==> config.mk <==
export PLATFORM = sky130hd
export DESIGN_NAME = pow_subsystem
export DESIGN_NICKNAME = d
export VERILOG_FILES = /design/src/verilog/pow_types_pkg.sv /design/src/verilog/apb_pkg.sv /design/src/verilog/apb_request_port.sv /design/src/verilog/request_fifo.sv /design/src/verilog/power_pipeline.sv /design/src/verilog/pow_subsystem.sv
export SDC_FILE = /design/constraint.sdc
export NUM_CORES = 2
export LEC_CHECK = 0
export BUFFER_PORTS_ARGS = -buffer_cell sky130_fd_sc_hd__buf_2
export CELL_PAD_IN_SITES_DETAIL_PLACEMENT = 0
export CELL_PAD_IN_SITES_GLOBAL_PLACEMENT = 1
export CORE_MARGIN = 1.5
export CORE_UTILIZATION = 51
export DETAILED_ROUTE_END_ITERATION = 12
export PLACE_DENSITY_LB_ADDON = 0.1
export SKIP_CTS_REPAIR_TIMING = 1
export SYNTH_ARGS = -nofsm -noshare
export SYNTH_HDL_FRONTEND = slang
export SYNTH_SLANG_ARGS = --single-unit
export TNS_END_PERCENT = 5
==> constraint.sdc <==
create_clock -name slow_clk -period 5.7 [get_ports slow_clk]
set_input_delay 1.71 -clock slow_clk [delete_from_list [all_inputs] [get_ports slow_clk]]
set_output_delay 1.71 -clock slow_clk [all_outputs]
set_load 0.005 [all_outputs]
==> src/verilog/pow_types_pkg.sv <==
`default_nettype none

package pow_types_pkg;

    // --------------------------------------------------
    // Widths
    // --------------------------------------------------

    // Default operand width that the top level may override
    localparam int w_operand = 8;

    localparam int w_opcode  = 2;

    // Room for the fifth power of the widest operand
    localparam int w_value   = 5 * w_operand;

    // --------------------------------------------------
    // Opcodes and payloads
    // --------------------------------------------------

    // Exponent is the encoding plus two
    typedef enum logic [w_opcode - 1:0] {
        op_square = 2'd0,
        op_cube   = 2'd1,
        op_fourth = 2'd2,
        op_fifth  = 2'd3
    } pow_opcode_e;

    typedef struct packed {
        pow_opcode_e            opcode;
        logic [w_operand - 1:0] operand;
    } pow_request_t;

    typedef struct packed {
        pow_opcode_e            opcode;
        logic [w_operand - 1:0] operand;
        logic [w_value   - 1:0] value;
    } pow_result_t;

    function automatic logic [2:0] pow_exponent(pow_opcode_e opcode);
        return 3'(opcode) + 3'd2;
    endfunction

endpackage

`default_nettype wire

==> src/verilog/apb_pkg.sv <==
`default_nettype none

package apb_pkg;

    localparam int w_addr = 4;
    localparam int w_data = 32;

    // Master to slave
    typedef struct packed {
        logic                psel;
        logic                penable;
        logic                pwrite;
        logic [w_addr - 1:0] paddr;
        logic [w_data - 1:0] pwdata;
    } apb_req_t;

    // Slave to master
    typedef struct packed {
        logic [w_data - 1:0] prdata;
        logic                pready;
        logic                pslverr;
    } apb_rsp_t;

    // Register map with a write-only request and a read-only status
    typedef enum logic [w_addr - 1:0] {
        addr_request = 4'h0,
        addr_status  = 4'h4
    } apb_addr_e;

endpackage

`default_nettype wire

==> src/verilog/apb_request_port.sv <==
`default_nettype none

module apb_request_port
# (
    parameter int w_operand  = pow_types_pkg::w_operand,
    parameter int fifo_depth = 4
)
(
    input  logic                         slow_clk,
    input  logic                         rst,

    input  apb_pkg::apb_req_t            apb_req,
    output apb_pkg::apb_rsp_t            apb_rsp,

    input  logic                         full,
    input  logic [$clog2(fifo_depth):0]  count,
    output logic                         push,
    output pow_types_pkg::pow_request_t  push_data
);

    localparam int w_count     = $clog2(fifo_depth) + 1;
    localparam int opcode_lsb  = 0;
    localparam int operand_lsb = 2;

    logic req_write;
    logic status_read;
    logic illegal;
    logic access;
    logic done;
    logic pready_q;

    // --------------------------------------------------
    // Address decode
    // --------------------------------------------------

    always_comb begin
        req_write   = 1'b0;
        status_read = 1'b0;

        case (apb_req.paddr)
            apb_pkg::addr_request: req_write   =  apb_req.pwrite;
            apb_pkg::addr_status:  status_read = !apb_req.pwrite;
            default: ;
        endcase
    end

    // Wrong direction or unknown address
    assign illegal = !req_write && !status_read;

    assign access  = apb_req.psel && apb_req.penable;
    assign done    = access && pready_q;

    // --------------------------------------------------
    // Ready
    // --------------------------------------------------

    // Decided one edge ahead, so setup sees the fill level first.
    // Only our own push can fill the FIFO in between.
    always_ff @ (posedge slow_clk or posedge rst)
        if (rst)
            pready_q <= 1'b0;
        else
            pready_q <= apb_req.psel && !done && !(req_write && full);

    // Response
    always_comb begin
        apb_rsp         = '0;
        apb_rsp.pready  = pready_q;
        apb_rsp.pslverr = done && illegal;

        if (status_read)
            apb_rsp.prdata[w_count - 1:0] = count;
    end

    // Pack write data into a request
    assign push               = done && req_write;
    assign push_data.opcode   = pow_types_pkg::pow_opcode_e'(apb_req.pwdata[opcode_lsb +: 2]);
    assign push_data.operand  = apb_req.pwdata[operand_lsb +: w_operand];

endmodule

`default_nettype wire

==> src/verilog/request_fifo.sv <==
`default_nettype none

module request_fifo
# (
    parameter int w_operand  = pow_types_pkg::w_operand,
    parameter int fifo_depth = 4
)
(
    input  logic                         slow_clk,
    input  logic                         rst,

    input  logic                         push,
    input  pow_types_pkg::pow_request_t  push_data,
    input  logic                         pop,

    output pow_types_pkg::pow_request_t  head,
    output logic                         empty,
    output logic                         full,
    output logic [$clog2(fifo_depth):0]  count
);

    localparam int w_ptr   = $clog2(fifo_depth);
    localparam int w_count = w_ptr + 1;
    localparam int w_entry = $bits(pow_types_pkg::pow_opcode_e) + w_operand;

    logic [w_entry - 1:0] mem [fifo_depth];

    logic [w_ptr   - 1:0] wr_ptr;
    logic [w_ptr   - 1:0] rd_ptr;
    logic [w_count - 1:0] fill;

    logic do_push;
    logic do_pop;

    assign do_push = push && !full;
    assign do_pop  = pop  && !empty;

    // --------------------------------------------------
    // Pointers and fill level
    // --------------------------------------------------

    // Pointers wrap by themselves since depth is a power of two
    always_ff @ (posedge slow_clk or posedge rst)
        if (rst) begin
            wr_ptr <= '0;
            rd_ptr <= '0;
            fill   <= '0;
        end
        else begin
            if (do_push)
                wr_ptr <= wr_ptr + 1'b1;

            if (do_pop)
                rd_ptr <= rd_ptr + 1'b1;

            // Push and pop together leave the level alone
            case ({do_push, do_pop})
                2'b10:   fill <= fill + 1'b1;
                2'b01:   fill <= fill - 1'b1;
                default: ;
            endcase
        end

    // Storage
    always_ff @ (posedge slow_clk)
        if (do_push)
            mem[wr_ptr] <= push_data;

    assign head  = mem[rd_ptr];

    assign empty = (fill == '0);
    assign full  = (fill == w_count'(fifo_depth));
    assign count = fill;

endmodule

`default_nettype wire

==> src/verilog/power_pipeline.sv <==
`default_nettype none

module power_pipeline
# (
    parameter int w_operand = pow_types_pkg::w_operand
)
(
    input  logic                         slow_clk,
    input  logic                         rst,

    input  logic                         drain_en,
    input  pow_types_pkg::pow_request_t  head,
    input  logic                         empty,
    output logic                         pop,

    output pow_types_pkg::pow_result_t   result,
    output logic                         result_valid
);

    localparam int n_stages = 4;
    localparam int w_value  = 5 * w_operand;

    // Index 0 is the operand register, 1 to 4 the multiply stages
    logic                      [n_stages:0] valid_q;
    pow_types_pkg::pow_opcode_e             op_q   [0:n_stages];
    logic [w_operand - 1:0]                 opnd_q [0:n_stages];
    logic [w_value   - 1:0]                 prod_q [0:n_stages];

    // Never stalls, so drain whenever there is work and we may
    assign pop = drain_en && !empty;

    // --------------------------------------------------
    // Valid flags
    // --------------------------------------------------

    always_ff @ (posedge slow_clk or posedge rst)
        if (rst)
            valid_q <= '0;
        else
            valid_q <= {valid_q[n_stages - 1:0], pop};

    // --------------------------------------------------
    // Operand register and multiply stages
    // --------------------------------------------------

    always_ff @ (posedge slow_clk) begin
        if (pop) begin
            op_q   [0] <= head.opcode;
            opnd_q [0] <= head.operand;
            // Running product starts at the operand itself
            prod_q [0] <= w_value'(head.operand);
        end

        for (int k = 1; k <= n_stages; k++) begin
            op_q   [k] <= op_q   [k - 1];
            opnd_q [k] <= opnd_q [k - 1];

            // Stage k lifts x^k to x^(k+1) while the exponent asks for more
            if (3'(k) < pow_types_pkg::pow_exponent(op_q[k - 1]))
                prod_q[k] <= prod_q[k - 1] * w_value'(opnd_q[k - 1]);
            else
                prod_q[k] <= prod_q[k - 1];
        end
    end

    // Last stage feeds the result port
    assign result.opcode  = op_q   [n_stages];
    assign result.operand = opnd_q [n_stages];
    assign result.value   = prod_q [n_stages];
    assign result_valid   = valid_q[n_stages];

endmodule

`default_nettype wire

==> src/verilog/pow_subsystem.sv <==
`default_nettype none

module pow_subsystem
# (
    parameter int w_operand  = pow_types_pkg::w_operand,
    parameter int fifo_depth = 4
)
(
    input  logic                        slow_clk,
    input  logic                        rst,

    input  apb_pkg::apb_req_t           apb_req,
    output apb_pkg::apb_rsp_t           apb_rsp,

    input  logic                        drain_en,
    output pow_types_pkg::pow_result_t  result,
    output logic                        result_valid
);

    localparam int w_count = $clog2(fifo_depth) + 1;

    // Port to FIFO
    logic                         push;
    pow_types_pkg::pow_request_t  push_data;
    logic                         full;
    logic [w_count - 1:0]         count;

    // FIFO to pipeline
    pow_types_pkg::pow_request_t  head;
    logic                         empty;
    logic                         pop;

    // --------------------------------------------------
    // Request path
    // --------------------------------------------------

    apb_request_port # (.w_operand (w_operand), .fifo_depth (fifo_depth)) i_apb_request_port
    (
        .slow_clk  ( slow_clk  ),
        .rst       ( rst       ),
        .apb_req   ( apb_req   ),
        .apb_rsp   ( apb_rsp   ),
        .full      ( full      ),
        .count     ( count     ),
        .push      ( push      ),
        .push_data ( push_data )
    );

    request_fifo # (.w_operand (w_operand), .fifo_depth (fifo_depth)) i_request_fifo
    (
        .slow_clk  ( slow_clk  ),
        .rst       ( rst       ),
        .push      ( push      ),
        .push_data ( push_data ),
        .pop       ( pop       ),
        .head      ( head      ),
        .empty     ( empty     ),
        .full      ( full      ),
        .count     ( count     )
    );

    // Compute path
    power_pipeline # (.w_operand (w_operand)) i_power_pipeline
    (
        .slow_clk     ( slow_clk     ),
        .rst          ( rst          ),
        .drain_en     ( drain_en     ),
        .head         ( head         ),
        .empty        ( empty        ),
        .pop          ( pop          ),
        .result       ( result       ),
        .result_valid ( result_valid )
    );

endmodule

`default_nettype wire

==> flow_summary.json <==
{
  "met3WireLength_um": 2274,
  "port_buffers": 75,
  "synth_common_cells": "fa_1 (461), inv_1 (453), and2_1 (441), nand2_1 (332), ha_1 (194)",
  "synth_async_sr_flop_share": 0.05936,
  "drv_cap": 0,
  "clk_pin_slew_worst_paths_ps": 60,
  "synth_ff_type": "dfxtp_1",
  "finalCoreUtilization": 0.5515,
  "die_h_um": 235.6,
  "core_region_area_um2": 53600,
  "yosys_warnings": 0,
  "rsz0062_at_grt": "false",
  "cts.sinks": 219,
  "grt.total_usage": 0.2415,
  "maxSlewViolCount": 0,
  "synth.most_common_cell": "fa_1",
  "cts_buffer_depth": 3,
  "m1WireLength_um": 27540,
  "arrival_ps": 5890,
  "cp-startpoint": "i_power_pipeline.prod_q[3][5]",
  "via_count": 19675,
  "hold_slack_ps": 339.0,
  "worst_pin_slew_ps": 760.1,
  "fin_crit_sh": 0.9498,
  "initial_core_util": 0.5148,
  "wl_um": 63350,
  "synth_top_cell_by_area": "fa_1",
  "fin_nets": 3649,
  "wl_met2_um": 32420,
  "min_path_type": "reg2reg",
  "clock_skew_ps": 28.33,
  "viasPerCell": 5.364,
  "synth.area.top_cells": "fa_1 (33%), dfxtp_1 (11%), and2_1 (10%)",
  "grt_max_degree": 71,
  "hold_viol_final": 0,
  "cts_htree_levels": 1,
  "syn_to_final_growth_pct": 7.123,
  "synth-seq-cells": 219,
  "fp-row-count": 85,
  "drtPass1Iterations": 5,
  "clkLatencyLatePin_ps": 590,
  "syn_area_um2": 27600,
  "pre_cts_ws_ps": 135.4,
  "routedWlPerCell_um": 17.27,
  "final-setup-viol-count": 0,
  "path_class": "reg2reg",
  "synth_edf_count": 50,
  "boundaryPins": 127,
  "first_iter_violations": 905,
  "syn-instance-count": 2908,
  "crit-reg2reg-launch": "i_power_pipeline.prod_q[3][5]",
  "syn_avg_cell_area_um2": 9.490,
  "grt_pass1_wl_um": 108800,
  "worstPathRequired_ps": 6170,
  "overflow": 0,
  "drive_gt1_frac": 0.07708,
  "synth_top_area_frac": 0.3344,
  "gp_congestion": 0.8764,
  "crit_fanout": 9,
  "setup_ws_ps": 286.0,
  "cts_tree": "built",
  "ant_nets": 0,
  "place_hpwl_um": 50100,
  "max_freq_mhz": 184.7,
  "dieArea_um2": 55510,
  "synth_cell_types": 78,
  "setup-tns-final_ps": 0,
  "antenna_found_initial": 2,
  "relSlewSlack": 0.4933,
  "ys_seq_area_frac": 0.1794,
  "top_layer_used": "met4",
  "status": "complete, no violations",
  "die_w_um": 235.6,
  "hold_path.startpoint": "i_power_pipeline.op_q[0][4]",
  "grt_pass1_vias": 21607,
  "cts_buffers": 26,
  "cp-start-kind": "flop",
  "cts-root-buf": "clkbuf_16",
  "drc": 0,
  "min_period_ps": 5414,
  "cp-end-kind": "flop"
}
[stage by stage]
step	cells	area, um2
2_1_floorplan	2936	27700
3_3_place_gp	3620	28640
3_5_place_dp	3620	28640
4_1_cts	3667	29550
5_1_grt	3668	29560
6_report	3668	29560
[cells in the final DEF (no fill, tap or decap), types with 24 or more instances in the layout]
master,n
a21oi_1,76
inv_1,453
clkbuf_16,26
xnor2_1,52
buf_2,75
dfxtp_1,152
nand3_1,24
edfxtp_1,50
fa_1,461
a21o_1,35
and2_1,441
xor2_1,29
ha_1,194
o21ai_0,66
nor3_1,30
conb_1,29
buf_4,55
nand2_1,331
nor2_1,64
[path summary, 6_finish.rpt]
path	end	slack, ps	cells after the start
min	i_power_pipeline.op_q[0][6]	340	0
min reg2reg	i_power_pipeline.op_q[0][6]	340	0
max in group asynchronous	i_power_pipeline.valid_q[4]	4240	2
max	i_power_pipeline.prod_q[4][39]	290	18
min in group asynchronous	i_request_fifo.count[0]	1140	2
max reg2reg	i_power_pipeline.prod_q[4][39]	290	18
[kinds of logic (layout without fill, tap and decap cells)]
| group | count (synthesis) | after routing | synth area share |
|---|---|---|---|
| and+or+nand+nor | 991 | 991 | 0.1878 |
| adders and majority gates | 655 | 655 | 0.4224 |
| buffers and inverters | 596 | 631 | 0.08787 |
| AOI/OAI and AO/OA | 326 | 326 | 0.07717 |
| DFF | 219 | 219 | 0.1794 |
| xor gates and xnor gates | 81 | 81 | 0.02571 |
| muxes | 39 | 39 | 0.01963 |
| other | 1 | 30 | 0.0001359 |
[metal layers]
layer / up-vias / GRT usage
met1: 10099 / 0.3124
met3: 69 / 0.02345
met5: - / 0
met2: 360 / 0.4387
met4: 0 / 0.05005
li1: 9147 / -
[worst max-delay path, stage by stage, from the launching register on]
cell and delay, ps:
dfxtp_1 540, nand2_1 140, fa_1 470, fa_1 500, inv_1 60, fa_1 530, inv_1 50, fa_1 470
inv_1 40, ha_1 320, a21oi_1 210, nor3b_1 280, a21oi_1 220, a2111oi_2 450, buf_4 220, o32ai_1 150
o21ai_1 350, a31oi_1 160, mux2i_1 140
[flip-flops by register name, summed over array words and instances, names as in the netlist, 2 cells and up]
signal                    count
i_power_pipeline.opnd_q      29
i_power_pipeline.op_q        10
i_request_fifo.rd_ptr         2
i_request_fifo.count          3
i_power_pipeline.valid_q      5
i_power_pipeline.prod_q     127
i_request_fifo.mem           40
i_request_fifo.wr_ptr         2
[final cells by class]
cell class	instances	area (um2)
diodes	1	2.502
clock buffers	32	733.2
clock inverters	15	178.9
fillers	4983	24040
inverters	454	1704
multi-input cells	2121	20330
flip-flops and latches	219	4955
well taps	696	870.8
repair buffers	130	788.3
Power is not shown: default switching activity piles up to over one toggle a cycle in this logic, so the estimate is an artifact.
